$ cat config.mk
export PLATFORM = sky130hd
export DESIGN_NAME = bfly_stage_j
export DESIGN_NICKNAME = d
export VERILOG_FILES = /design/src/verilog/fft_tail_pkg.sv /design/src/verilog/bfly_stage_j.sv
export VERILOG_INCLUDE_DIRS = /design/src /design/src/include
export SDC_FILE = /design/constraint.sdc
export NUM_CORES = 2
export LEC_CHECK = 0
export ABC_AREA = 0
export BUFFER_PORTS_ARGS = -buffer_cell sky130_fd_sc_hd__buf_2
export CORE_AREA = 2 2 419 463
export CTS_CLUSTER_DIAMETER = 80
export DETAILED_ROUTE_END_ITERATION = 12
export DIE_AREA = 0 0 421 465
export HOLD_SLACK_MARGIN = 0.15
export PLACE_DENSITY = 0.5
export SYNTH_ARGS = -nofsm -noshare
export SYNTH_HDL_FRONTEND = slang
export SYNTH_SLANG_ARGS = --single-unit
$ cat constraint.sdc
create_clock -name clk -period 2.1 [get_ports clk]
set_input_delay 0.105 -clock clk [delete_from_list [all_inputs] [get_ports clk]]
set_output_delay 0.105 -clock clk [all_outputs]
set_load 0.02 [all_outputs]
$ cat src/include/fft_tail_cfg.svh
`ifndef FFT_TAIL_CFG_SVH
`define FFT_TAIL_CFG_SVH

// Beat geometry.
`define FFT_LANES   16
`define FFT_BEATS   32
`define FFT_GROUPS  8

// Sample and block index widths.
`define IN_W        12
`define BEXP_W      5

// W8 twiddle, 256 is unity.
`define TW_C181     181
`define TW_ROUND    128
`define TW_SHIFT    8

// Renormalization.
`define NORM_REF    9
`define NORM_ZERO   22
`define BFLY_LAT    5

`endif

$ cat src/verilog/fft_tail_pkg.sv
`include "fft_tail_cfg.svh"

package fft_tail_pkg;

    // ~~~~~~~~~~~~~~~~~~~~~~~~~~~~~~~~~~~~~~~~~~~~~~~~~~~~~~~~~~~~
    // Lane samples, growing one bit per add stage.
    // ~~~~~~~~~~~~~~~~~~~~~~~~~~~~~~~~~~~~~~~~~~~~~~~~~~~~~~~~~~~~
    typedef logic signed [`IN_W-1:0] s_in_t;
    typedef logic signed [`IN_W:0]   s_j_t;
    typedef logic signed [`IN_W+2:0] s_w8_t;
    typedef logic signed [`IN_W+3:0] s_sat_t;
    typedef logic signed [`IN_W:0]   s_out_t;

    // ~~~~~~~~~~~~~~~~~~~~~~~~~~~~~~~~~~~~~~~~~~~~~~~~~~~~~~~~~~~~
    // Block exponents.
    // ~~~~~~~~~~~~~~~~~~~~~~~~~~~~~~~~~~~~~~~~~~~~~~~~~~~~~~~~~~~~
    typedef logic [`BEXP_W-1:0] bexp_t;
    typedef logic [`BEXP_W:0]   esum_t;

    typedef bexp_t bexp_grp_t [`FFT_GROUPS];
    typedef bexp_t bexp_pair_t [2];

    // Beat within a frame and the stage-0 group it falls in.
    typedef logic [$clog2(`FFT_BEATS)-1:0]  beat_t;
    typedef logic [$clog2(`FFT_GROUPS)-1:0] grp_t;

    // Exponent delay after the sum register.
    typedef esum_t esum_dly_t [`BFLY_LAT-1];

endpackage

$ cat src/verilog/bfly_stage_j.sv
`include "fft_tail_cfg.svh"

module bfly_stage_j import fft_tail_pkg::*; (
    input  logic  clk,
    input  logic  rst,
    input  logic  in_valid,
    input  s_in_t in_re [`FFT_LANES],
    input  s_in_t in_im [`FFT_LANES],
    output logic  j_valid,
    output s_j_t  j_re [`FFT_LANES],
    output s_j_t  j_im [`FFT_LANES]
);

    logic as_valid;
    s_j_t as_re [`FFT_LANES];
    s_j_t as_im [`FFT_LANES];

    // Span 4 within each half beat. Sum low, difference high.
    always_ff @(posedge clk or negedge rst) begin
        if (!rst) begin
            as_valid <= 1'b0;
            for (int i = 0; i < `FFT_LANES; i++) begin
                as_re[i] <= '0;
                as_im[i] <= '0;
            end
        end else begin
            as_valid <= in_valid;
            if (in_valid) begin
                for (int g = 0; g < `FFT_LANES; g += 8) begin
                    for (int i = g; i < g + 4; i++) begin
                        as_re[i]     <= s_j_t'(in_re[i]) + s_j_t'(in_re[i + 4]);
                        as_im[i]     <= s_j_t'(in_im[i]) + s_j_t'(in_im[i + 4]);
                        as_re[i + 4] <= s_j_t'(in_re[i]) - s_j_t'(in_re[i + 4]);
                        as_im[i + 4] <= s_j_t'(in_im[i]) - s_j_t'(in_im[i + 4]);
                    end
                end
            end
        end
    end

    // -j on lanes 6, 7, 14, 15.
    always_ff @(posedge clk or negedge rst) begin
        if (!rst) begin
            j_valid <= 1'b0;
            for (int i = 0; i < `FFT_LANES; i++) begin
                j_re[i] <= '0;
                j_im[i] <= '0;
            end
        end else begin
            j_valid <= as_valid;
            if (as_valid) begin
                for (int i = 0; i < `FFT_LANES; i++) begin
                    if ((i % 8) >= 6) begin
                        j_re[i] <= as_im[i];
                        j_im[i] <= -as_re[i];
                    end else begin
                        j_re[i] <= as_re[i];
                        j_im[i] <= as_im[i];
                    end
                end
            end
        end
    end

    a_j_valid_known: assert property (@(posedge clk) disable iff (!rst) !$isunknown(j_valid));

endmodule

==> impl_metrics.json <==
{
  "grt_max_degree": 89,
  "async_flop_share_pct": 100,
  "yosysWarnings": 0,
  "cp_max_fo": 2,
  "io_buffers": 803,
  "syn_area_per_cell_um2": 10.4,
  "rsz0062_at_grt": "true",
  "fin_skew_ps": 17.3,
  "grtUsageTotal_pct": 16.8,
  "clock_latency_ps": 720,
  "area_delta_synth_final_pct": 44.3,
  "path_clk_slew_ps": 60,
  "critPathCaptureType": "flip-flop",
  "yosys.area.top_type": "dfrtp_1",
  "nFillCells": 19300,
  "ios": 804,
  "die_h_um": 465,
  "grt_overflow_total": 0,
  "initial_core_util_pct": 24.8,
  "pre_cts_slack_ps": -415,
  "globalplace.congestion": 0.915,
  "clock-sinks": 802,
  "drive_above_1_share_pct": 33.4,
  "setup_violations": 5,
  "crit_arrival_ps": 2740,
  "yosys.area.top_type_share_pct": 42.3,
  "avgRoutedWirePerCell_um": 18.8,
  "grt_pass1_vias": 41900,
  "wl_mm": 169,
  "synth-main-ff-cell": "dfrtp_1",
  "final_common_cell": "dfrtp_1",
  "cp-start-kind": "input port",
  "final.min_clock_period_ps": 2140,
  "path_cells": "dlygate4sd3_1 > buf_2 > inv_1 > ha_1 > nand2b_1 > a221oi_1 > nor4b_1 > o41ai_1 > a21oi_1 > a211o_1",
  "worst_path_dominant_cell_family": "compound AO/OA/AOI/OAI gates",
  "drt-pass1-iter-count": 7,
  "antenna_found_initial": 40,
  "clock_path_buffers": 3,
  "finalMaxSlewViolations": 0,
  "final_util_pct": 35.8,
  "vias": 40800,
  "synth_edf_count": 0,
  "cts_tree": "built",
  "syn_inst": 4579,
  "ant_nets": 0,
  "coreArea_mm2": 0.191,
  "numCtsBuffers": 99,
  "synth_cell_type_count": 84,
  "die_w_um": 421,
  "slowest_delay_ps": 520,
  "hpwlAfterDp_mm": 129,
  "cap_violations": 0,
  "viasPerCell": 4.54,
  "place_area_mm2": 0.0574,
  "clock-root-buffer": "clkbuf_16",
  "max_freq_mhz": 467,
  "rows": 169,
  "power_density_mw_per_mm2": 852,
  "leakage_nw": 31.3,
  "seq_area_frac_synth_pct": 42.3,
  "ir_drop_v": 0.000611,
  "drt-initial-drc-count": 1759,
  "hold_class": "input port to flip-flop",
  "synth_area_mm2": 0.0475,
  "final_area_mm2": 0.0685,
  "htreeDepth": 3,
  "critPathSlowestCell": "dlygate4sd3_1",
  "finalWorstSetupSlack_ps": -40.4,
  "path_buf_inv": 3,
  "cp.required_ps": 2700,
  "synth_area_leaders": "dfrtp_1 (42%), mux2_2 (13%), ha_1 (10%)",
  "critPathKind": "input port to flip-flop",
  "violations": "setup timing",
  "grt_first_pass_wirelength_mm": 257,
  "die-area_mm2": 0.196,
  "drcViolationCount": 0,
  "slew_headroom_pct": 63.0,
  "fin_crit_sh_pct": 102,
  "worstMarginPinSlew_ps": 548,
  "syn_nets": 5386,
  "final_nets": 7134,
  "hold_viol": 0,
  "synth-seq-cells": 802,
  "final_cell_mix": "dfrtp_1 (801), buf_2 (791), dlygate4sd3_1 (636)",
  "status": "finished with violations",
  "holdWs_ps": 148
}
==> report_power, final <==
part	switching, mW	total [mW]	internal, mW
clock network	7.33	18.2	10.8
logic	10.2	18.9	8.67
registers	2.30	21.3	19.0
==> tightest hold or removal path: stages <==
cell and delay [ps]:
dlymetal6s4s_1 240, buf_2 150, ha_1 220, o41ai_1 100
==> cell type report <==
cell class	instances	area, um^2	share of cell area [%]
timing repair buffer	1898	14400	21.1
clock buffer	133	2900	4.23
tap	2565	3210	4.68
sequential	802	20100	29.3
inverter	348	1310	1.92
antenna	19	47.5	0.0694
multi-input combinational	3178	26000	37.9
clock inverter	51	561	0.818
==> metrics by stage <==
step	std cells	power, mW	TNS (ps)
floorplan	4579	31.2	0
global placement	8127	38.6	-5330
detailed placement	8127	38.8	-6140
CTS	8974	58.9	0
global route	8990	61.6	-341
finish	8994	58.4	-90.4
==> logic make-up (layout without fill, tap and decap cells) <==
kind of cell | count (synthesis) | count (layout) | share of synthesized area, %
muxes | 562 | 562 | 13.3
adders and majority gates | 420 | 420 | 11.6
DFF | 802 | 802 | 42.3
and+or+nand+nor | 1004 | 1004 | 10.4
buffers and inverters | 599 | 2430 | 4.88
other | 0 | 19 | 0
AOI/OAI and AO/OA | 907 | 907 | 12.4
xor gates and xnor gates | 285 | 285 | 5.26
==> cells in the mapped netlist (12+ instances only) <==
library cell	number
or4_1	20
nor2_1	377
mux2i_1	16
inv_1	342
nand3_1	40
nor2b_1	96
nor4_1	26
a21oi_1	297
o21ai_1	42
clkbuf_1	206
a211o_1	17
dfrtp_1	802
o31a_1	18
nand2_1	140
o41ai_1	22
o211ai_1	21
a221oi_1	21
fa_1	32
xor2_1	55
ha_1	388
o21ai_0	122
a31oi_1	36
nor3_1	101
nand3b_1	19
mux2_2	545
or3_1	39
xnor2_1	230
nand2b_1	76
buf_4	16
a21o_1	45
buf_1	21
a2111oi_0	12
and3_1	13
a211oi_1	34
o21bai_1	35
o21a_1	54
o31ai_1	50
==> sequential cells by signal (all words and copies together) (netlist names) <==
register  cells
j_re        204
as_re       200
j_valid       1
j_im        196
as_valid      1
as_im       200
==> metal layers <==
| layer | part of all wire (%) | GRT usage [%] |
|---|---|---|
| met5 | 0.026 | 0 |
| met4 | 3.3 | 5.81 |
| met3 | 5.9 | 3.91 |
| met2 | 48 | 28.7 |
| met1 | 43 | 20.7 |
==> worst paths after layout <==
check                                 from          to  slack (ps)  depth (start not counted)
min in group asynchronous              rst  as_im[153]         710                          4
worst min-delay path             in_im[46]  as_im[103]         150                          4
worst max register to register   as_re[52]    j_im[11]          70                          5
worst max-delay path            in_re[122]  as_re[194]         -40                         10
max in group asynchronous              rst    j_im[58]         830                          5
worst min register to register  as_im[118]  as_im[118]         470                          2
==> what timing repair did <==
| action | CTS | global route |
|---|---|---|
| setup endpoints to repair | 1 | 93 |
| hold endpoints to repair | 1203 | 7 |
| setup buffers | 0 | 17 |
| pin swaps | 0 | 48 |
| cloned | 0 | 0 |
| hold buffers | 663 | 5 |
| gates resized for setup | 2 | 204 |
No activity file was read; power rests on OpenSTA's default activity.
