**src/include/fft_tail_cfg.svh**
```systemverilog
`ifndef FFT_TAIL_CFG_SVH
`define FFT_TAIL_CFG_SVH

// Beat geometry.
`define FFT_LANES   16
`define FFT_BEATS   32
`define FFT_GROUPS  8

// Sample and block index widths.
`define IN_W        12
`define BEXP_W      5

// W8 twiddle, 256 is unity.
`define TW_C181     181
`define TW_ROUND    128
`define TW_SHIFT    8

// Renormalization.
`define NORM_REF    9
`define NORM_ZERO   22
`define BFLY_LAT    5

`endif

```
**src/verilog/fft_tail_pkg.sv**
```systemverilog
`include "fft_tail_cfg.svh"

package fft_tail_pkg;

    // ~~~~~~~~~~~~~~~~~~~~~~~~~~~~~~~~~~~~~~~~~~~~~~~~~~~~~~~~~~~~
    // Lane samples, growing one bit per add stage.
    // ~~~~~~~~~~~~~~~~~~~~~~~~~~~~~~~~~~~~~~~~~~~~~~~~~~~~~~~~~~~~
    typedef logic signed [`IN_W-1:0] s_in_t;
    typedef logic signed [`IN_W:0]   s_j_t;
    typedef logic signed [`IN_W+2:0] s_w8_t;
    typedef logic signed [`IN_W+3:0] s_sat_t;
    typedef logic signed [`IN_W:0]   s_out_t;

    // ~~~~~~~~~~~~~~~~~~~~~~~~~~~~~~~~~~~~~~~~~~~~~~~~~~~~~~~~~~~~
    // Block exponents.
    // ~~~~~~~~~~~~~~~~~~~~~~~~~~~~~~~~~~~~~~~~~~~~~~~~~~~~~~~~~~~~
    typedef logic [`BEXP_W-1:0] bexp_t;
    typedef logic [`BEXP_W:0]   esum_t;

    typedef bexp_t bexp_grp_t [`FFT_GROUPS];
    typedef bexp_t bexp_pair_t [2];

    // Beat within a frame and the stage-0 group it falls in.
    typedef logic [$clog2(`FFT_BEATS)-1:0]  beat_t;
    typedef logic [$clog2(`FFT_GROUPS)-1:0] grp_t;

    // Exponent delay after the sum register.
    typedef esum_t esum_dly_t [`BFLY_LAT-1];

endpackage

```
**src/verilog/bfly_stage_sat.sv**
```systemverilog
`include "fft_tail_cfg.svh"

module bfly_stage_sat import fft_tail_pkg::*; (
    input  logic   clk,
    input  logic   rst,
    input  logic   w8_valid,
    input  s_w8_t  w8_re [`FFT_LANES],
    input  s_w8_t  w8_im [`FFT_LANES],
    output logic   sat_valid,
    output s_sat_t sat_re [`FFT_LANES],
    output s_sat_t sat_im [`FFT_LANES]
);

    localparam int SW      = $bits(s_sat_t) + 1;
    localparam int SAT_MAX = 2 ** ($bits(s_sat_t) - 1) - 1;
    localparam int SAT_MIN = -(2 ** ($bits(s_sat_t) - 1));

    logic signed [SW-1:0] sum_re [`FFT_LANES];
    logic signed [SW-1:0] sum_im [`FFT_LANES];

    function automatic s_sat_t clamp(input logic signed [SW-1:0] x);
        if (x > SAT_MAX)
            return s_sat_t'(SAT_MAX);
        if (x < SAT_MIN)
            return s_sat_t'(SAT_MIN);
        return s_sat_t'(x);
    endfunction

    // Span 1 on neighbouring lanes.
    always_comb begin
        for (int k = 0; k < `FFT_LANES; k += 2) begin
            sum_re[k]     = SW'(w8_re[k]) + SW'(w8_re[k + 1]);
            sum_im[k]     = SW'(w8_im[k]) + SW'(w8_im[k + 1]);
            sum_re[k + 1] = SW'(w8_re[k]) - SW'(w8_re[k + 1]);
            sum_im[k + 1] = SW'(w8_im[k]) - SW'(w8_im[k + 1]);
        end
    end

    always_ff @(posedge clk or negedge rst) begin
        if (!rst) begin
            sat_valid <= 1'b0;
            for (int i = 0; i < `FFT_LANES; i++) begin
                sat_re[i] <= '0;
                sat_im[i] <= '0;
            end
        end else begin
            sat_valid <= w8_valid;
            if (w8_valid) begin
                for (int i = 0; i < `FFT_LANES; i++) begin
                    sat_re[i] <= clamp(sum_re[i]);
                    sat_im[i] <= clamp(sum_im[i]);
                end
            end
        end
    end

    // A clamped lane never wraps to the opposite sign.
    for (genvar i = 0; i < `FFT_LANES; i++) begin : g_chk
        a_no_wrap: assert property (@(posedge clk) disable iff (!rst)
            w8_valid |=> (sat_re[i][SW-2] == $past(sum_re[i][SW-1])) &&
                         (sat_im[i][SW-2] == $past(sum_im[i][SW-1])));
    end

endmodule

```
**config.mk**
```make
export PLATFORM = sky130hd
export DESIGN_NAME = bfly_stage_sat
export DESIGN_NICKNAME = d
export VERILOG_FILES = /design/src/verilog/fft_tail_pkg.sv /design/src/verilog/bfly_stage_sat.sv
export VERILOG_INCLUDE_DIRS = /design/src /design/src/include
export SDC_FILE = /design/constraint.sdc
export NUM_CORES = 2
export LEC_CHECK = 0
export BUFFER_PORTS_ARGS = -buffer_cell sky130_fd_sc_hd__buf_2
export CAP_MARGIN = 10
export CORE_AREA = 5 5 387 389
export CTS_CLUSTER_SIZE = 30
export DETAILED_ROUTE_END_ITERATION = 10
export DIE_AREA = 0 0 392 394
export PLACE_DENSITY = 0.47
export SLEW_MARGIN = 20
export SYNTH_ARGS = -nofsm -noshare
export SYNTH_HDL_FRONTEND = slang
export SYNTH_SLANG_ARGS = --single-unit
```
**constraint.sdc**
```tcl
create_clock -name clk -period 1 [get_ports clk]
set_input_delay 0.2 -clock clk [delete_from_list [all_inputs] [get_ports clk]]
set_output_delay 0.2 -clock clk [all_outputs]
set_load 0.05 [all_outputs]
```
==> impl_results.md <==
- Max-slew violation count: 0
- Final setup violation count: 901
- Max cap viols: 0
- Crit path buf inv count: 3
- DRT Wirelength: 190 mm
- Highest net fanout along the worst path: 3
- Post-DP HPWL: 155 mm
- DRC: 0
- Synthesized area: 40900 µm²
- Global-route wire length before repair: 281 mm
- All-layer global routing usage: 23.6%
- CTS clock-pin slew for the worst setup and hold paths: 0.06 ns
- Main synth FF type: dfrtp_1
- Post-Syn Area per Cell: 8.59 µm²
- Final Worst Setup Slack: -1.11 ns
- Slew margin rel.: 62.4%
- Post-synth EDFFs: 0
- Initial Util: 28.0%
- Failing checks: negative hold slack, negative setup slack
- Critical path startpoint category: primary input
- CP max stage cell: or4_4
- Worst hold slack: -0.0306 ns
- Nets: 8435
- Post-Route Skew: 0 ns
- IO Port Bufs: 995
- Pre-CTS WS: -1.77 ns
- Die Width: 392 µm
- Leakage: 36.0 nW
- WL/cell: 20.1 µm
- Pin count of the biggest net entering global routing: 52
- Measured slew at the worst slew-check pin: 0.559 ns
- Full die area: 154000 µm²
- Count of cell types in the netlist: 86
- Worst VDD drop: 1.42 mV
- CP Class: in2reg
- Fin crit share: 211%
- Minimum clock period: 2.11 ns
- CP peak stage delay: 0.44 ns
- Die height: 394 µm
- Routed Antenna Nets: 0
- H-tree levels: 3
- Pwr dens: 1590 nW/µm²
- DR pass1 iterations: 7
- Synth Area in Adders: 16.6%
- Run status: complete, but fails checks
- Maximum root-to-sink buffer count: 3
- Worst Path Arrival: 2.67 ns
- Mux cell area share after synthesis: 4.38%
- CP Cell Sequence: buf_8 > ha_4 > inv_2 > fa_2 > o21ba_4 > or4_4 > a211o_4 > a211oi_4 > buf_4 > o31ai_4 > a21o_1 > a31oi_1
- Final hold vios: 4
- Cell family with most CP delay: compound AO/OA/AOI/OAI gates
- Mapped Nets: 5768
- Iteration-0 DRC Markers: 2090
- Floorplan row count: 141
- Clock Sink Count: 512
- Async S/R FF share, synth: 100%
- Post-Synth Simple-Gate Area: 13.8%
- Initial antenna violation count: 81
- Share of layout cells above drive strength 1: 54.7%
- Vias in the first global route: 46100
- Main combinational cell family by area after synthesis: compound AO/OA/AOI/OAI gates
- Core area: 146000 µm²
- Synth Register Bits: 512
- GPL Wtd Cong: 0.918
- Compound-gate portion of the synthesized area: 20.5%
- Clock Latency Late Sink: 0.67 ns
- Crit end category: flip-flop
- Max Fclk: 475 MHz
- Boundary Pins: 996
- Sequential share of the synthesized area: 31.3%
- Synth warn: 0
- GRT Residual Overflow: 0
- Worst endpoint required time: 1.57 ns
- HP Class: in2reg
- TritonCTS clock tree: done
- Post-Synth XOR/XNOR Area: 6.40%
- Post-synthesis cell count: 4762
- Area Overhead vs Synth: 86.7%
- Total CTS buffers: 74
- DR vias: 44800
- Via/cell ratio: 4.74
- Unrepaired setup endpoints after global routing: true
- Hold-fix buffers at CTS: 31
- CTS Root Cell: clkbuf_16
==> final cells by class <==
| cell class | instances | area [µm²] |
|---|---|---|
| Clock inverter | 39 | 489 |
| Multi-Input combinational cell | 3488 | 31900 |
| Fill cell | 13600 | 70000 |
| Sequential cell | 512 | 12900 |
| Antenna cell | 39 | 97.6 |
| Timing Repair Buffer | 2831 | 24100 |
| Inverter | 522 | 2510 |
| Tap cell | 1930 | 2410 |
| Clock buffer | 96 | 2100 |
==> per-layer routing <==
| metal | track usage (%) | wire, µm | up-vias |
|---|---|---|---|
| met4 | 8.59 | 6650 | 48 |
| met3 | 5.95 | 12200 | 298 |
| met5 | 0 | 313 | - |
| met1 | 27.8 | 76500 | 21500 |
| li1 | - | - | 21900 |
| met2 | 41.2 | 94000 | 1027 |
==> cell usage in the layout, fill, tap and decap left out, types with 68 or more instances in the layout <==
| cell type | synthesis | routed |
|---|---|---|
| nand2_1 | 184 | 175 |
| ha_1 | 491 | 336 |
| o21ai_1 | 2 | 75 |
| xnor2_1 | 254 | 206 |
| a21oi_2 | 1 | 125 |
| a21oi_1 | 483 | 326 |
| mux2_4 | 0 | 82 |
| buf_2 | 14 | 378 |
| inv_1 | 518 | 384 |
| buf_12 | 0 | 88 |
| nor3_1 | 91 | 68 |
| nand2b_1 | 95 | 69 |
| buf_6 | 1 | 598 |
| nor2_1 | 473 | 437 |
| dfrtp_1 | 512 | 480 |
| clkbuf_16 | 0 | 76 |
| ha_4 | 0 | 139 |
| mux2_2 | 153 | 71 |
| buf_4 | 2 | 1689 |
| o21ai_0 | 249 | 108 |
==> flip-flops by register name (all words and copies together) (netlist names) <==
register,cells
sat_im,256
sat_re,255
sat_valid,1
==> worst reg2reg max path, cell delays in order (launching register included) <==
cell	delay, ns
dfrtp_1	0.40
buf_4	0.14
buf_4	0.12
a211oi_1	0.22
o211ai_1	0.12
==> synth_stat cells (53+ instances only) <==
| library cell | instances | area [µm²] |
|---|---|---|
| nand3_1 | 61 | 305 |
| clkbuf_1 | 205 | 769 |
| nor2b_1 | 53 | 332 |
| nand2_1 | 184 | 691 |
| nor3_1 | 91 | 455 |
| inv_1 | 518 | 1940 |
| o21bai_1 | 62 | 465 |
| a211oi_1 | 53 | 398 |
| nand2b_1 | 95 | 594 |
| a21oi_1 | 483 | 2420 |
| ha_1 | 491 | 6140 |
| xnor2_1 | 254 | 2220 |
| mux2_2 | 153 | 1720 |
| nor2_1 | 473 | 1780 |
| a31oi_1 | 64 | 400 |
| o21ai_0 | 249 | 1250 |
| dfrtp_1 | 512 | 12800 |
| or3_1 | 57 | 357 |
| o31ai_1 | 55 | 413 |
==> kinds of logic after synthesis <==
| logic type | count (synthesis) |
|---|---|
| muxes | 160 |
| adders and majority gates | 523 |
| xor gates and xnor gates | 299 |
| AOI/OAI and AO/OA | 1331 |
| DFF | 512 |
| buffers and inverters | 762 |
| and+or+nand+nor | 1175 |
==> per-stage QoR <==
stage / cells / setup TNS [ns] / instance area [µm²] / util (%) / total power [mW]
finish: 9457 / -359.85 / 76400 / 52.2 / 122
global route: 9442 / -405.39 / 76400 / 52.2 / 127
CTS: 9289 / -376.61 / 74200 / 50.7 / 121
detailed placement: 8885 / -495.38 / 63400 / 43.3 / 81.1
global placement: 8885 / -491.49 / 63400 / 43.3 / 80.9
floorplan: 4762 / -277.70 / 46700 / - / 60.3
==> worst paths after layout <==
path / from / slack, ns / to / cells after the start
setup / recovery: w8_re[180] / -1.11 / sat_re[220] / 12
hold / removal: w8_re[136] / -0.03 / sat_re[145] / 3
hold reg to reg: sat_re[67] / 0.51 / sat_re[67] / 1
setup reg to reg: sat_im[218] / -0.13 / sat_im[218] / 4
min in group asynchronous: rst / 0.27 / sat_re[188] / 3
max in group asynchronous: rst / -0.22 / sat_re[201] / 3
==> repair_timing <==
| action | in CTS | in global routing |
|---|---|---|
| buffers inserted | 254 | 150 |
| pin swaps | 438 | 268 |
| resized for setup | 1639 | 252 |
| setup endpoints to repair | 880 | 900 |
| endpoints found under the hold margin | 565 | 9 |
==> report_power, final <==
part | switching [mW] | internal [mW]
combinational | 35.5 | 29.0
sequential | 4.02 | 25.0
clock | 11.1 | 17.2
total | 50.6 | 71.1
(Power assumes the default switching activity.)
