<file path="src/include/fft_tail_cfg.svh">
`ifndef FFT_TAIL_CFG_SVH
`define FFT_TAIL_CFG_SVH

// Beat geometry.
`define FFT_LANES   16
`define FFT_BEATS   32
`define FFT_GROUPS  8

// Sample and block index widths.
`define IN_W        12
`define BEXP_W      5

// W8 twiddle, 256 is unity.
`define TW_C181     181
`define TW_ROUND    128
`define TW_SHIFT    8

// Renormalization.
`define NORM_REF    9
`define NORM_ZERO   22
`define BFLY_LAT    5

`endif

</file>
<file path="src/verilog/fft_tail_pkg.sv">
`include "fft_tail_cfg.svh"

package fft_tail_pkg;

    // ~~~~~~~~~~~~~~~~~~~~~~~~~~~~~~~~~~~~~~~~~~~~~~~~~~~~~~~~~~~~
    // Lane samples, growing one bit per add stage.
    // ~~~~~~~~~~~~~~~~~~~~~~~~~~~~~~~~~~~~~~~~~~~~~~~~~~~~~~~~~~~~
    typedef logic signed [`IN_W-1:0] s_in_t;
    typedef logic signed [`IN_W:0]   s_j_t;
    typedef logic signed [`IN_W+2:0] s_w8_t;
    typedef logic signed [`IN_W+3:0] s_sat_t;
    typedef logic signed [`IN_W:0]   s_out_t;

    // ~~~~~~~~~~~~~~~~~~~~~~~~~~~~~~~~~~~~~~~~~~~~~~~~~~~~~~~~~~~~
    // Block exponents.
    // ~~~~~~~~~~~~~~~~~~~~~~~~~~~~~~~~~~~~~~~~~~~~~~~~~~~~~~~~~~~~
    typedef logic [`BEXP_W-1:0] bexp_t;
    typedef logic [`BEXP_W:0]   esum_t;

    typedef bexp_t bexp_grp_t [`FFT_GROUPS];
    typedef bexp_t bexp_pair_t [2];

    // Beat within a frame and the stage-0 group it falls in.
    typedef logic [$clog2(`FFT_BEATS)-1:0]  beat_t;
    typedef logic [$clog2(`FFT_GROUPS)-1:0] grp_t;

    // Exponent delay after the sum register.
    typedef esum_t esum_dly_t [`BFLY_LAT-1];

endpackage

</file>
<file path="src/verilog/bfly_stage_w8.sv">
`include "fft_tail_cfg.svh"

module bfly_stage_w8 import fft_tail_pkg::*; (
    input  logic  clk,
    input  logic  rst,
    input  logic  j_valid,
    input  s_j_t  j_re [`FFT_LANES],
    input  s_j_t  j_im [`FFT_LANES],
    output logic  w8_valid,
    output s_w8_t w8_re [`FFT_LANES],
    output s_w8_t w8_im [`FFT_LANES]
);

    localparam int AW = $bits(s_j_t) + 1;
    localparam int PW = AW + 9;
    localparam logic signed [8:0] C181 = `TW_C181;

    logic                 as_valid;
    logic signed [AW-1:0] as_re [`FFT_LANES];
    logic signed [AW-1:0] as_im [`FFT_LANES];
    logic signed [PW-1:0] p_re [`FFT_LANES];
    logic signed [PW-1:0] p_im [`FFT_LANES];
    s_w8_t                tw_re [`FFT_LANES];
    s_w8_t                tw_im [`FFT_LANES];

    // Round half up, then drop the fraction.
    function automatic s_w8_t tw_round(input logic signed [PW-1:0] acc);
        logic signed [PW-1:0] r;
        r = acc + PW'(`TW_ROUND);
        return r[`TW_SHIFT +: $bits(s_w8_t)];
    endfunction

    // Span 2 inside each group of four.
    always_ff @(posedge clk or negedge rst) begin
        if (!rst) begin
            as_valid <= 1'b0;
            for (int i = 0; i < `FFT_LANES; i++) begin
                as_re[i] <= '0;
                as_im[i] <= '0;
            end
        end else begin
            as_valid <= j_valid;
            if (j_valid) begin
                for (int b = 0; b < `FFT_LANES; b += 4) begin
                    for (int i = b; i < b + 2; i++) begin
                        as_re[i]     <= AW'(j_re[i]) + AW'(j_re[i + 2]);
                        as_im[i]     <= AW'(j_im[i]) + AW'(j_im[i + 2]);
                        as_re[i + 2] <= AW'(j_re[i]) - AW'(j_re[i + 2]);
                        as_im[i + 2] <= AW'(j_im[i]) - AW'(j_im[i + 2]);
                    end
                end
            end
        end
    end

    // Twiddles: -j on 3/11, (1-j)/sqrt2 on 5/13, (-1-j)/sqrt2 on 7/15.
    always_comb begin
        for (int i = 0; i < `FFT_LANES; i++) begin
            p_re[i] = as_re[i] * C181;
            p_im[i] = as_im[i] * C181;
            case (i % 8)
                3: begin
                    tw_re[i] = s_w8_t'(as_im[i]);
                    tw_im[i] = -s_w8_t'(as_re[i]);
                end
                5: begin
                    tw_re[i] = tw_round(p_re[i] + p_im[i]);
                    tw_im[i] = tw_round(p_im[i] - p_re[i]);
                end
                7: begin
                    tw_re[i] = tw_round(p_im[i] - p_re[i]);
                    tw_im[i] = tw_round(-p_im[i] - p_re[i]);
                end
                default: begin
                    tw_re[i] = s_w8_t'(as_re[i]);
                    tw_im[i] = s_w8_t'(as_im[i]);
                end
            endcase
        end
    end

    always_ff @(posedge clk or negedge rst) begin
        if (!rst) begin
            w8_valid <= 1'b0;
            for (int i = 0; i < `FFT_LANES; i++) begin
                w8_re[i] <= '0;
                w8_im[i] <= '0;
            end
        end else begin
            w8_valid <= as_valid;
            if (as_valid) begin
                w8_re <= tw_re;
                w8_im <= tw_im;
            end
        end
    end

endmodule

</file>
<file path="config.mk">
export PLATFORM = sky130hd
export DESIGN_NAME = bfly_stage_w8
export DESIGN_NICKNAME = d
export VERILOG_FILES = /design/src/verilog/fft_tail_pkg.sv /design/src/verilog/bfly_stage_w8.sv
export VERILOG_INCLUDE_DIRS = /design/src /design/src/include
export SDC_FILE = /design/constraint.sdc
export NUM_CORES = 2
export LEC_CHECK = 0
export BUFFER_PORTS_ARGS = -buffer_cell sky130_fd_sc_hd__buf_2
export CAP_MARGIN = 40
export CORE_UTILIZATION = 60
export CTS_BUF_LIST = sky130_fd_sc_hd__clkbuf_16
export CTS_CLUSTER_SIZE = 12
export DETAILED_ROUTE_END_ITERATION = 6
export PLACE_DENSITY_LB_ADDON = 0.08
export SYNTH_ARGS = -nofsm -noshare
export SYNTH_HDL_FRONTEND = slang
export SYNTH_SLANG_ARGS = --single-unit
</file>
<file path="constraint.sdc">
create_clock -name clk -period 7.2 [get_ports clk]
set_input_delay 1.08 -clock clk [delete_from_list [all_inputs] [get_ports clk]]
set_output_delay 1.08 -clock clk [all_outputs]
set_load 0.01 [all_outputs]
</file>
==> out/qor.yml <==
timing:
  fin_hold_ws_ns: 0.384
  slew_headroom_pct: 28.5
  fin_ws_ns: 0.373
  layout_min_cycle_time_ns: 6.83
  slew_violations: 0
  fmax_ghz: 0.146
  fin_setup_tns_ns: 0
  timing.final.crit_share_pct: 94.8
  rsz0062_at_grt: "no"
  tightest_slew_ns: 1.07
  hold_viol: 0
  setup_violations: 0
  skew_ns: 0.0649
cells_and_area:
  drive_gt1_share_pct: 18.8
  layout_common_cells: "1458 x inv_1, 1254 x ha_1, 897 x buf_2"
  syn_to_final_growth_pct: 12.7
  nets: 10700
  num-fill-cells: 10000
  layout_commonest_cell: "inv_1"
logic_synthesis:
  yosysSeqAreaShare_pct: 29.1
  syn_nets: 9815
  synth_cell_types: 71
  synth_edf_count: 0
  synth_flop_cell: "dfrtp_1"
  synthArstFlopShare_pct: 100
  syn_area_um2: 75700
  yosysWarnings: 0
  ys_ff_latch: 880
  avgSynthCellArea_um2: 9.67
  synthCells: 7824
critical_path:
  worst_setup_path_start_kind: "flip-flop"
  crit_required_ns: 7.77
  crit_slowest_cell: "fa_1"
  critPathMostFrequentCell: "inv_1"
  rr_startpoint: "as_im[6]$_DFFE_PN0P_"
  slowest_delay_ns: 0.50
  r2r_cells: 30
  timing.rr.end: "w8_im[14]$_DFFE_PN0P_"
  path_class: "flip-flop to flip-flop"
  path_max_fanout: 6
  critPathCaptureType: "flip-flop"
  crit_arrival_ns: 7.39
  r2r_setup_slack_ns: 0.37
clock_tree:
  clkTransAtPathRegs_ns: 0.06
  post_cts_buffers: 0
  cts.htree.levels: 3
  cts_buffers: 99
  cts-root-buf: "clkbuf_16"
  cts_max_path_buffers: 3
  cts_tree: "built"
  clk_latency_ns: 0.74
  cts.sinks: 880
min_path:
  hp-class: "input pin to async pin"
global_routing:
  track_usage_pct: 33.4
  grt_pass1_wl_um: 329000
  overflow: 0
  met1_usage_pct: 41.9
  antenna_found_initial: 104
  top_usage_layer: "met2"
  gr-usage-met2_pct: 54.0
  grt_pass1_vias: 58500
  met3_usage_pct: 8.78
  grt_max_degree: 170
route:
  detail_route.iter0.violations: 3478
  num_vias: 57900
  drt_pass1_iterations: 7
  drc_errors: 0
  routed_wl_um: 214000
  wire_per_inst_um: 20.5
  vias_per_cell: 5.55
  ant_nets: 0
floorplan:
  fp.dieH_um: 357
  start_util_pct: 60.8
  fp.dieW_um: 357
  die_area_um2: 128000
  rows: 129
  core_area_um2: 124000
  ios: 900
status:
  run_status: "finished, final reports clean"
job:
  cap_violations: 0
placement:
  dp_slack_ns: 0.389
  place_congestion: 0.946
  numPortBuffers: 899
  dpl.hpwl_um: 175000
==> synthesized netlist by cell type (8+ instances only) <==
master | instances | area, um^2
o31ai_1 | 90 | 676
and2_1 | 16 | 100
mux2_2 | 487 | 5480
nor4_1 | 11 | 68.8
o311ai_0 | 17 | 149
a211oi_1 | 27 | 203
inv_1 | 1433 | 5380
a21boi_0 | 27 | 203
o41ai_1 | 48 | 420
dfrtp_1 | 880 | 22000
fa_1 | 318 | 6370
buf_1 | 17 | 63.8
o21ba_2 | 18 | 180
or3_1 | 37 | 231
a31o_2 | 17 | 149
nand2_1 | 281 | 1050
and3b_1 | 13 | 114
a211o_1 | 10 | 87.6
buf_4 | 34 | 255
and4_1 | 8 | 70.1
o21bai_1 | 119 | 893
xor2_1 | 109 | 955
nand3_1 | 41 | 205
nand2b_1 | 56 | 350
a31oi_1 | 43 | 269
nor3b_1 | 33 | 248
a21oi_1 | 532 | 2660
nor2b_1 | 88 | 551
a21o_1 | 101 | 758
o21a_1 | 49 | 368
nor2_1 | 433 | 1630
o21ai_0 | 267 | 1340
ha_1 | 1254 | 15700
or2_2 | 32 | 200
nor3_1 | 145 | 726
clkbuf_1 | 148 | 556
and3_1 | 76 | 475
xnor2_1 | 394 | 3450
o211ai_1 | 9 | 67.6
==> how the worst max path moves through the flow <==
stage / depth (start not counted) / startpoint / to
finish: 30 / as_im[6]$_DFFE_PN0P_ / w8_im[14]$_DFFE_PN0P_
global route: 27 / as_re[4]$_DFFE_PN0P_ / w8_re[14]$_DFFE_PN0P_
CTS: 30 / as_im[6]$_DFFE_PN0P_ / w8_im[14]$_DFFE_PN0P_
detailed placement: 25 / as_re[147]$_DFFE_PN0P_ / w8_re[164]$_DFFE_PN0P_
global placement: 25 / as_re[147]$_DFFE_PN0P_ / w8_re[164]$_DFFE_PN0P_
floorplan: 30 / as_im[4]$_DFFE_PN0P_ / w8_im[14]$_DFFE_PN0P_
==> final cells by class <==
| cell class | instances | area [um^2] | share of cell area, % |
|---|---|---|---|
| multi-input cells | 5311 | 47400 | 55.6 |
| flip-flops and latches | 880 | 22000 | 25.8 |
| inverters | 1434 | 5390 | 6.32 |
| repair buffers | 933 | 5000 | 5.87 |
| clock buffers | 99 | 2480 | 2.91 |
| well taps | 1637 | 2050 | 2.40 |
| clock inverters | 82 | 736 | 0.863 |
| diodes | 60 | 150 | 0.176 |
==> what timing repair did <==
action / in CTS / in global routing
endpoints found under the setup margin: 0 / 4
resized for setup: 0 / 5
hold buffers: 0 / 0
==> cell families after synthesis <==
family	count (synthesis)	share of synthesized area, %
buffers and inverters	1633	8.27
and+or+nand+nor	1295	8.22
DFF	880	29.1
xor gates and xnor gates	508	5.96
muxes	494	7.34
adders and majority gates	1572	29.2
AOI/OAI and AO/OA	1442	12.0
==> flip-flops by register name (all words and copies together), names as in the netlist <==
| signal | cells |
|---|---|
| w8_re | 220 |
| w8_im | 226 |
| w8_valid | 1 |
| as_re | 216 |
| as_im | 216 |
| as_valid | 1 |
==> layer usage <==
metal  share of wire [%]  vias to the layer above
met4                 5.2                       60
li1                    -                    27800
met2                  46                     1569
met3                 7.6                      474
met1                  41                    28100
met5                0.18                        -
==> stage by stage <==
step	area, um^2	cells	util [%]
floorplan	75700	7824	-
global placement	81700	10200	65.7
detailed placement	81900	10200	65.8
CTS	85100	10400	68.4
global route	85200	10400	68.5
finish	85200	10400	68.5
==> worst max-delay path, delay by kind of cell, from the launching register on <==
family / cells / cell delay, ns
adders and majority gates: 7 / 2.53
DFF: 1 / 0.47
buffers and inverters: 5 / 0.25
xor gates and xnor gates: 2 / 0.47
AOI/OAI and AO/OA: 10 / 2.10
muxes: 1 / 0.27
and+or+nand+nor: 5 / 0.55
Power is not shown: default switching activity piles up to over one toggle a cycle in this logic, so the estimate is an artifact.
