$ cat config.mk
export PLATFORM = sky130hd
export DESIGN_NAME = exponent_sum
export DESIGN_NICKNAME = d
export VERILOG_FILES = /design/src/verilog/fft_tail_pkg.sv /design/src/verilog/exponent_sum.sv
export VERILOG_INCLUDE_DIRS = /design/src /design/src/include
export SDC_FILE = /design/constraint.sdc
export NUM_CORES = 1
export LEC_CHECK = 0
export BUFFER_PORTS_ARGS = -buffer_cell sky130_fd_sc_hd__buf_2
export CORE_MARGIN = 10
export CORE_UTILIZATION = 51
export CTS_CLUSTER_DIAMETER = 80
export DETAILED_ROUTE_END_ITERATION = 7
export GPL_ROUTABILITY_DRIVEN = 0
export PLACE_DENSITY = 0.75
export SETUP_SLACK_MARGIN = 0.4
export SLEW_MARGIN = 20
export SYNTH_ARGS = -nofsm -noshare
export SYNTH_HDL_FRONTEND = slang
export SYNTH_SLANG_ARGS = --single-unit
$ cat constraint.sdc
create_clock -name clk -period 3.27 [get_ports clk]
set_clock_uncertainty 0.15 [all_clocks]
set_input_delay 0.654 -clock clk [delete_from_list [all_inputs] [get_ports clk]]
set_output_delay 0.654 -clock clk [all_outputs]
set_load 0.01 [all_outputs]
$ cat src/include/fft_tail_cfg.svh
`ifndef FFT_TAIL_CFG_SVH
`define FFT_TAIL_CFG_SVH

// Beat geometry.
`define FFT_LANES   16
`define FFT_BEATS   32
`define FFT_GROUPS  8

// Sample and block index widths.
`define IN_W        12
`define BEXP_W      5

// W8 twiddle, 256 is unity.
`define TW_C181     181
`define TW_ROUND    128
`define TW_SHIFT    8

// Renormalization.
`define NORM_REF    9
`define NORM_ZERO   22
`define BFLY_LAT    5

`endif

$ cat src/verilog/fft_tail_pkg.sv
`include "fft_tail_cfg.svh"

package fft_tail_pkg;

    // ~~~~~~~~~~~~~~~~~~~~~~~~~~~~~~~~~~~~~~~~~~~~~~~~~~~~~~~~~~~~
    // Lane samples, growing one bit per add stage.
    // ~~~~~~~~~~~~~~~~~~~~~~~~~~~~~~~~~~~~~~~~~~~~~~~~~~~~~~~~~~~~
    typedef logic signed [`IN_W-1:0] s_in_t;
    typedef logic signed [`IN_W:0]   s_j_t;
    typedef logic signed [`IN_W+2:0] s_w8_t;
    typedef logic signed [`IN_W+3:0] s_sat_t;
    typedef logic signed [`IN_W:0]   s_out_t;

    // ~~~~~~~~~~~~~~~~~~~~~~~~~~~~~~~~~~~~~~~~~~~~~~~~~~~~~~~~~~~~
    // Block exponents.
    // ~~~~~~~~~~~~~~~~~~~~~~~~~~~~~~~~~~~~~~~~~~~~~~~~~~~~~~~~~~~~
    typedef logic [`BEXP_W-1:0] bexp_t;
    typedef logic [`BEXP_W:0]   esum_t;

    typedef bexp_t bexp_grp_t [`FFT_GROUPS];
    typedef bexp_t bexp_pair_t [2];

    // Beat within a frame and the stage-0 group it falls in.
    typedef logic [$clog2(`FFT_BEATS)-1:0]  beat_t;
    typedef logic [$clog2(`FFT_GROUPS)-1:0] grp_t;

    // Exponent delay after the sum register.
    typedef esum_t esum_dly_t [`BFLY_LAT-1];

endpackage

$ cat src/verilog/exponent_sum.sv
module exponent_sum import fft_tail_pkg::*; (
    input  logic       clk,
    input  logic       rst,
    input  logic       in_valid,
    input  bexp_grp_t  bexp_grp,
    input  bexp_pair_t bexp_pair,
    output esum_t      esum_lo,
    output esum_t      esum_hi
);

    beat_t     beat;
    grp_t      grp;
    esum_t     sum_lo;
    esum_t     sum_hi;
    esum_dly_t lo_dly;
    esum_dly_t hi_dly;

    // Four beats share one stage-0 block index.
    assign grp = beat[$bits(beat_t)-1 -: $bits(grp_t)];

    // Frame length is a power of two, so the counter wraps on its own.
    always_ff @(posedge clk or negedge rst) begin
        if (!rst) begin
            beat   <= '0;
            sum_lo <= '0;
            sum_hi <= '0;
        end else if (in_valid) begin
            beat   <= beat + beat_t'(1);
            sum_lo <= esum_t'(bexp_grp[grp]) + esum_t'(bexp_pair[0]);
            sum_hi <= esum_t'(bexp_grp[grp]) + esum_t'(bexp_pair[1]);
        end else begin
            beat   <= '0;
            sum_lo <= '0;
            sum_hi <= '0;
        end
    end

    // Delay to line up with the saturated beat.
    always_ff @(posedge clk or negedge rst) begin
        if (!rst) begin
            for (int i = 0; i < $size(lo_dly); i++) begin
                lo_dly[i] <= '0;
                hi_dly[i] <= '0;
            end
        end else begin
            lo_dly[0] <= sum_lo;
            hi_dly[0] <= sum_hi;
            for (int i = 1; i < $size(lo_dly); i++) begin
                lo_dly[i] <= lo_dly[i - 1];
                hi_dly[i] <= hi_dly[i - 1];
            end
        end
    end

    assign esum_lo = lo_dly[$size(lo_dly) - 1];
    assign esum_hi = hi_dly[$size(hi_dly) - 1];

endmodule

==> reports/results.txt, run 1 <==
outcome: complete, no violations
Largest stage delay, worst path: 540 ps
Tmin final: 2720 ps
Max clock buf depth: 2
Initial Util: 53.2%
dpl hpwl: 3250 µm
die width: 90.5 µm
largest net degree at the start of global routing: 29
WL final: 4050 µm
vias in the first global route: 1,636
layout cell share with drive strength beyond 1: 40.5%
post-DR wirelength/cell: 14.0 µm
drt pass-1 iters: 4
mapped cell area: 2530 µm²
Ant. Diodes: 0
Worst EP arrival: 2810 ps
Clk Latency, worst-skew pair: 320 ps
post-synth cell types: 23
R2R Setup Slk: 550 ps
Mapped Nets: 221
Relative slew margins: 74.1%
root buffer cell: clkbuf_8
Clock Pin Slew Worst Setup and Hold Paths: 60 ps
Tightest Pin Transition: 389 ps
Boundary Pins: 65
critical-path cell list: buf_6 -> mux4_1 -> mux2_2 -> fa_1 -> a21o_1 -> a21oi_1 -> mux2i_1
cts hold-fix bufs: 0
maximum clock rate: 368 MHz
CP max FO: 7
via count: 1,383
Final Max Slew Viols: 0
initial antenna violation count: 0
top cell type's share of synthesized area: 64.3%
Hold WC Path Type: in -> async
setup_tns: 0 ps
Routed Antenna Nets: 0
GRT overflow: 0
FP Rows: 25
critical path type: reg -> reg
Critical Path RT: 3360 ps
maxcap violations: 0
synth warn: 0
leakage power: 1.56 nW
chip height: 90.5 µm
PortBufs: 64
power density over the cells: 544 nW/µm²
Synth Instances: 155
first-pass GRT wire length: 7190 µm
nets: 285
total CTS buffers: 9
Synth area leader: dfrtp_1
die footprint: 8180 µm²
RSZ-0062 raised after global routing: false
Synth area leaders: dfrtp_1 64%, mux4_1 10%, ha_1 5.4%
mean post-synth cell area: 16.3 µm²
final setup fails: 0
Worst VDD drop: 224 µV
Top delay family on crit path: multiplexers
drc violations: 0
CTS Sinks: 65
CTS tree: built
register area share after synthesis: 64.3%
H-Tree Depth: 3
drt first-iter violations: 29
WHS: 85.3 ps
Power, Total: 1.65 mW
commonest cells after routing, fill and taps aside: 64 x dfrtp_1, 64 x buf_2, 11 x ha_1, 11 x clkbuf_8
slowest CP cell: mux4_1
Global Route Usage Sum: 11.1%
Yosys reg bits: 65
Final period util: 83.2%
Area Overhead vs Synth: 20.0%
CORE AREA: 4750 µm²
Via-to-Cell Ratio: 4.79
CP Buf/Inv Count: 1
crit path capture type: register
Hold Vio Cnt, Final: 0
Worst setup SP type: register
-- state kept, by name (all words and copies together) (netlist names) --
| signal | cells |
|---|---|
| hi_dly | 18 |
| lo_dly | 18 |
| esum_hi | 6 |
| esum_lo | 6 |
| sum_hi | 6 |
| sum_lo | 6 |
| beat | 5 |
-- synthesized netlist by cell type, drive strengths merged --
| cell type | count |
|---|---|
| a211oi | 2 |
| a21o | 2 |
| a21oi | 2 |
| and2 | 10 |
| buf | 13 |
| clkbuf | 3 |
| dfrtp | 65 |
| fa | 2 |
| ha | 11 |
| mux2 | 5 |
| mux2i | 2 |
| mux4 | 10 |
| nand2 | 2 |
| nand2b | 2 |
| nand3 | 2 |
| nor2 | 6 |
| nor2b | 1 |
| o211a | 2 |
| o21ai | 6 |
| o21ba | 2 |
| xnor2 | 2 |
| xor2 | 3 |
-- stage by stage --
step           instance area (µm²)  cells  utilization [%]  setup WS (ps)
2_1_floorplan                 2530    155                -            530
3_3_place_gp                  2850    273             59.8            339
3_5_place_dp                  2850    273             59.8            317
4_1_cts                       3020    287             63.5            475
5_1_grt                       3040    289             63.9            430
6_report                      3040    289             63.9            551
-- area by class of cell --
type | count | area (µm²)
repair buffers | 69 | 362
clock buffers | 14 | 163
well taps | 67 | 83.8
flip-flops and latches | 65 | 1630
fillers | 366 | 1720
multi-input cells | 74 | 802
-- repair_timing --
action,4_1_cts,5_1_grt
resized for setup,3,1
buffers inserted,0,2
setup endpoints to repair,5,2
pin swaps,0,0
gates cloned,0,0
-- per-layer routing --
metal	up-vias	global-route usage, %	share of wire (%)
li1	661	-	-
met5	-	0	0
met3	8	8.15	13
met2	71	16.9	44
met1	643	11.1	41
met4	0	5.57	2.2
-- power breakdown --
group / leakage [nW] / switching (mW) / internal (mW)
Clock: 0.0826 / 0.245 / 0.309
Sequential: 0.842 / 0.0239 / 0.897
Combinational: 0.637 / 0.0874 / 0.0915
-- kinds of logic after synthesis --
group / after synthesis / share of synthesized area (%)
compound gates: 16 / 4.35
xor+xnor: 5 / 1.73
fa+ha+maj: 13 / 7.02
buf+inv: 16 / 4.45
flops: 65 / 64.3
mux: 17 / 13.4
simple gates: 23 / 4.80
-- worst paths after layout --
kind,from,endpoint,depth (start not counted)
worst max-delay path,beat[3]$_DFF_PN0_,sum_hi[4]$_DFF_PN0_,7
worst min-delay path,rst,esum_lo[0]$_DFF_PN0_,1
worst max register to register,beat[3]$_DFF_PN0_,sum_hi[4]$_DFF_PN0_,7
worst min register to register,hi_dly[23]$_DFF_PN0_,hi_dly[17]$_DFF_PN0_,0
max in group asynchronous,rst,hi_dly[23]$_DFF_PN0_,2
min in group clk,hi_dly[23]$_DFF_PN0_,hi_dly[17]$_DFF_PN0_,0
Note: power is estimated with default switching activity, not from simulation.
==> inputs of run 2 (changes only) <==
--- a/config.mk
+++ b/config.mk
@@ -6,13 +6,14 @@
 export SDC_FILE = /design/constraint.sdc
 export NUM_CORES = 1
 export LEC_CHECK = 0
+export ABC_AREA = 1
 export BUFFER_PORTS_ARGS = -buffer_cell sky130_fd_sc_hd__buf_2
 export CORE_MARGIN = 10
 export CORE_UTILIZATION = 51
 export CTS_CLUSTER_DIAMETER = 80
 export DETAILED_ROUTE_END_ITERATION = 7
 export GPL_ROUTABILITY_DRIVEN = 0
-export PLACE_DENSITY = 0.75
+export PLACE_DENSITY = 0.74
 export SETUP_SLACK_MARGIN = 0.4
 export SLEW_MARGIN = 20
 export SYNTH_ARGS = -nofsm -noshare
==> constraint.sdc (replaced) <==
create_clock -name clk -period 2.6 [get_ports clk]
set_clock_uncertainty 0.15 [all_clocks]
set_input_delay 0.52 -clock clk [delete_from_list [all_inputs] [get_ports clk]]
set_output_delay 0.52 -clock clk [all_outputs]
set_load 0.01 [all_outputs]
==> reports/results.txt, run 2 <==
outcome: complete, no violations
Final Max Slew Viols: 0
first-pass GRT wire length: 9200 µm
Mapped Nets: 371
post-DR wirelength/cell: 13.9 µm
Power, Total: 2.47 mW
post-route cell area: 3590 µm²
Clk Latency, worst-skew pair: 330 ps
Worst VDD drop: 532 µV
Area Overhead vs Synth: 29.2%
CTS tree: built
PortBufs: 64
nets: 439
maxcap violations: 0
Worst EP arrival: 2290 ps
layout cell share with drive strength beyond 1: 34.1%
Worst setup SP type: register
crit path capture type: register
final setup fails: 0
initial antenna violation count: 0
CP max FO: 6
total CTS buffers: 9
H-Tree Depth: 3
cell with the most instances after synthesis: nand2_1
WHS: 199 ps
Max clock buf depth: 2
mapped cell area: 2780 µm²
CORE AREA: 5200 µm²
power density over the cells: 689 nW/µm²
die width: 93.8 µm
WL final: 6240 µm
dpl hpwl: 3910 µm
Synth Instances: 305
Yosys reg bits: 65
final core utilization: 68.9%
leakage power: 2.04 nW
vias in the first global route: 2,128
Via-to-Cell Ratio: 4.79
Clock Pin Slew Worst Setup and Hold Paths: 70 ps
cts hold-fix bufs: 0
root buffer cell: clkbuf_8
post-synth cell types: 15
maximum clock rate: 449 MHz
chip height: 93.8 µm
synth warn: 0
Boundary Pins: 65
setup_tns: 0 ps
Comb pwr share: 15.3%
Tmin final: 2230 ps
clock share of power: 37.4%
drt first-iter violations: 122
Switching Fraction: 25.8%
Ant. Diodes: 0
dpl cell area: 3080 µm²
Routed Antenna Nets: 0
Critical Path RT: 2660 ps
die footprint: 8800 µm²
via count: 2,145
most common library cells after synthesis: 90 x nand2_1, 65 x dfrtp_1, 60 x inv_1, 30 x nand3_1, 14 x buf_4
critical path type: reg -> reg
commonest cells after routing, fill and taps aside: 76 x nand2_1, 64 x dfrtp_1, 64 x buf_2
Global Route Usage Sum: 13.3%
Largest regs: hi_dly: 18 flops, lo_dly: 18 flops
FP Rows: 26
Tightest Pin Transition: 763 ps
drc violations: 0
Synth area leaders: dfrtp_1 59%, nand2_1 12%, inv_1 8.1%
drt pass-1 iters: 6
register area share after synthesis: 58.6%
Synth area leader: dfrtp_1
GRT overflow: 0
Hold WC Path Type: in -> async
Hold Vio Cnt, Final: 0
Final period util: 85.7%
FFs w/ async S/R, synth: 100%
sequential share of power: 47.4%
mean post-synth cell area: 9.10 µm²
top cell type's share of synthesized area: 58.6%
Synth Flop Type: dfrtp_1
number of flops mapped to enable cells by yosys: 0
largest net degree at the start of global routing: 66
most common cell after layout, fill and taps aside: nand2_1
CTS Sinks: 65
Psw: 0.636 mW
RSZ-0062 raised after global routing: true
Initial Util: 53.3%
Cell Int Power: 1.83 mW
Relative slew margins: 49.1%
run 2: cell types whose count changed in the layout (fill, tap and decap cells not counted), sizes merged, moves of 3 or more:
cell,before,now
xor2,3,0
nor2,6,10
mux2,5,0
mux4,10,0
nand3,2,30
nand2,2,90
a21oi,2,10
clkbuf,14,10
buf,69,74
and2,10,0
clkinv,0,3
inv,0,62
run 2: power groups by stage:
stage	combinational (mW)	sequential [mW]	clock, mW
after floorplan	0.208	1.17	0
after detailed placement	0.291	1.19	0
after CTS	0.310	1.17	0.932
after global placement	0.282	1.17	0
final	0.377	1.17	0.923
after global routing	0.425	1.18	0.983
run 2: cell type report:
class,count,area (µm²)
well taps,70,87.6
clock buffers,9,124
fillers,389,1620
flip-flops and latches,65,1630
repair inverters,1,6.26
multi-input cells,160,965
clock inverters,7,93.8
inverters,61,234
repair buffers,75,448
run 2: metrics by stage:
stage / instances / setup WS [ps]
finish: 448 / 372
global route: 448 / 262
CTS: 443 / 410
detailed placement: 423 / 276
global placement: 423 / 355
floorplan: 305 / 515
run 2: final timing paths:
kind	start	endpoint	slack, ps	cells after the start
setup / recovery	beat[2]$_DFF_PN0_	sum_hi[2]$_DFF_PN0_	370	11
min in group clk	lo_dly[18]$_DFF_PN0_	lo_dly[12]$_DFF_PN0_	200	0
max in group asynchronous	rst	beat[2]$_DFF_PN0_	1560	2
hold reg to reg	lo_dly[18]$_DFF_PN0_	lo_dly[12]$_DFF_PN0_	200	0
hold / removal	rst	esum_hi[0]$_DFF_PN0_	200	2
setup reg to reg	beat[2]$_DFF_PN0_	sum_hi[2]$_DFF_PN0_	370	11
run 2: cell families after synthesis:
logic type / synth area share (%)
AO/OA/AOI/OAI: 2.52
XOR/XNOR: 0.316
flip-flops: 58.6
buffers and inverters: 12.9
AND/OR/NAND/NOR: 19.3
adder cells (fa/ha/maj): 6.40
run 2: timing repair:
action / in CTS / in global routing
cloned: 2 / 1
pin swaps: 0 / 11
endpoints found under the setup margin: 4 / 9
setup buffers: 2 / 4
resized for setup: 7 / 41
run 2: worst max-delay path, stage by stage, from the launching register on:
cell,delay (ps)
dfrtp_2,500
buf_8,160
nand2_2,60
nand3_2,50
nand2_1,60
nand2_1,70
nand2_2,120
ha_4,190
fa_2,400
buf_4,150
o21ai_0,140
a21oi_1,70
run 2: routing by layer:
layer  GRT usage [%]  share of wire [%]  wire length, µm  up-vias
li1                -                  -                -     1035
met4            6.20                1.8              114        0
met5               0                  0                0        -
met2            24.0                 56             3480       68
met1            13.5                 36             2240     1028
met3            4.24                6.4              400       14
==> inputs of run 3 (changes only) <==
--- a/config.mk
+++ b/config.mk
@@ -9,11 +9,11 @@
 export ABC_AREA = 1
 export BUFFER_PORTS_ARGS = -buffer_cell sky130_fd_sc_hd__buf_2
 export CORE_MARGIN = 10
-export CORE_UTILIZATION = 51
+export CORE_UTILIZATION = 45
 export CTS_CLUSTER_DIAMETER = 80
 export DETAILED_ROUTE_END_ITERATION = 7
 export GPL_ROUTABILITY_DRIVEN = 0
-export PLACE_DENSITY = 0.74
+export PLACE_DENSITY = 0.67
 export SETUP_SLACK_MARGIN = 0.4
 export SLEW_MARGIN = 20
 export SYNTH_ARGS = -nofsm -noshare
==> reports/results.txt, run 3 (synthesis results as in run 2) <==
hold endpoint: lo_dly[23]$_DFF_PN0_
drt pass-1 iters: 4
Hold Vio Cnt, Final: 0
Initial Util: 46.6%
Largest stage delay, worst path: 460 ps
Clk Latency, worst-skew pair: 320 ps
Hold Crit Depth: 0
Routed Antenna Nets: 0
Worst EP arrival: 2250 ps
RSZ-0062 raised after global routing: true
crit path capture type: register
PortBufs: 64
layout cell share with drive strength beyond 1: 33.3%
chip height: 98.6 µm
Relative slew margins: 74.7%
post-route cell area: 3550 µm²
outcome: complete, no violations
Via-to-Cell Ratio: 4.52
root buffer cell: clkbuf_8
Worst setup SP type: register
via count: 2,049
Area Overhead vs Synth: 27.9%
Clock Pin Slew Worst Setup and Hold Paths: 60 ps
Hold WC Path Type: reg -> reg
hold wc startpoint: sum_lo[5]$_DFF_PN0_
Final Max Slew Viols: 0
most frequent CP cell: nand2_2
Max clock buf depth: 2
Final period util: 83.8%
placed insts: 429
Critical Path RT: 2670 ps
final setup fails: 0
die footprint: 9710 µm²
dpl hpwl: 3960 µm
Largest regs: hi_dly: 18 flops, lo_dly: 18 flops
worst setup margin: 422 ps
Worst VDD drop: 447 µV
maxcap violations: 0
most common cell after layout, fill and taps aside: nand2_1
drt first-iter violations: 71
GRT overflow: 0
maximum clock rate: 459 MHz
Ant. Diodes: 0
Tmin final: 2180 ps
H-Tree Depth: 3
initial antenna violation count: 0
R2R Setup Slk: 420 ps
vias in the first global route: 1,946
CP Buf/Inv Count: 1
CTS tree: built
drc violations: 0
die width: 98.6 µm
FF-to-FF End: sum_lo[4]$_DFF_PN0_
commonest cells after routing, fill and taps aside: 78 x nand2_1, 65 x buf_2, 64 x dfrtp_1
nets: 440
power density over the cells: 629 nW/µm²
Tightest Pin Transition: 379 ps
Boundary Pins: 65
pre-CTS setup slack: 237 ps
dpl cell area: 3100 µm²
slowest CP cell: dfrtp_2
leakage power: 2.02 nW
CTS Sinks: 65
Top delay family on crit path: adder cells
CORE AREA: 5960 µm²
r2r startpoint: beat[2]$_DFF_PN0_
CP max FO: 6
total CTS buffers: 9
first-pass GRT wire length: 8600 µm
setup_tns: 0 ps
Finished Layout Cells: 453
Global Route Usage Sum: 10.8%
WL final: 5420 µm
post-DR wirelength/cell: 12.0 µm
FF-to-FF path depth: 12
critical-path cell list: buf_6 -> nand2_2 -> nand3_1 -> nand2_1 -> nand2_1 -> nand2_2 -> ha_4 -> fa_2 -> nand2_2 -> nand3_2 -> a21oi_2 -> nor2_1
critical path type: reg -> reg
largest net degree at the start of global routing: 52
FP Rows: 28
## run 3: changes by cell type in the layout (fill, tap and decap cells not counted), moves of 2 or more
cell       previous run  this run
ha_4                  6         8
buf_6                 0         2
clkbuf_1              0         2
ha_1                  5         3
nand2_2              13        10
bufinv_16             2         0
nand2_1              76        78
## run 3: what timing repair did
item,CTS,global route
gates resized for setup,4,42
buffers inserted,1,5
setup endpoints to repair,6,8
hold endpoints to repair,14,0
hold buffers,1,0
gates cloned,0,2
pin swaps,0,18
## run 3: how the worst max path moves through the flow
stage / start / to / slack [ps] / cells after the start
4_1_cts: beat[2]$_DFF_PN0_ / sum_lo[4]$_DFF_PN0_ / 370 / 12
5_1_grt: beat[2]$_DFF_PN0_ / sum_hi[4]$_DFF_PN0_ / 360 / 13
6_report: beat[2]$_DFF_PN0_ / sum_lo[4]$_DFF_PN0_ / 420 / 12
3_5_place_dp: beat[2]$_DFF_PN0_ / sum_lo[4]$_DFF_PN0_ / 240 / 12
3_3_place_gp: beat[2]$_DFF_PN0_ / sum_lo[5]$_DFF_PN0_ / 330 / 14
2_1_floorplan: beat[2]$_DFF_PN0_ / sum_lo[4]$_DFF_PN0_ / 520 / 13
## run 3: metrics by stage
step / total power [mW] / hold slack [ps] / utilization [%]
finish: 2.23 / 194 / 59.6
global route: 2.36 / 202 / 59.6
CTS: 2.18 / 194 / 55.3
detailed placement: 1.48 / 185 / 52.1
global placement: 1.46 / 181 / 52.1
floorplan: 1.38 / 74.4 / -
## run 3: cell type report
| type | instances | area (µm²) |
|---|---|---|
| Fill cell | 506 | 2400 |
| Sequential cell | 65 | 1630 |
| Multi-Input combinational cell | 160 | 993 |
| Timing Repair Buffer | 76 | 430 |
| Inverter | 61 | 236 |
| Clock buffer | 12 | 145 |
| Tap cell | 75 | 93.8 |
| Clock inverter | 3 | 17.5 |
| Timing Repair inverter | 1 | 6.26 |
## run 3: layer usage
metal  wire (µm)  track usage [%]
met4          72             5.29
met3         460             5.73
met1        2360             12.3
met5           0                0
met2        2530             16.4
## run 3: where the power goes
part | total, mW | internal [mW] | switching (mW) | leakage, nW
Clock | 0.692 | 0.363 | 0.329 | 0.0822
Combinational | 0.379 | 0.168 | 0.211 | 1.11
Sequential | 1.16 | 1.13 | 0.0316 | 0.837
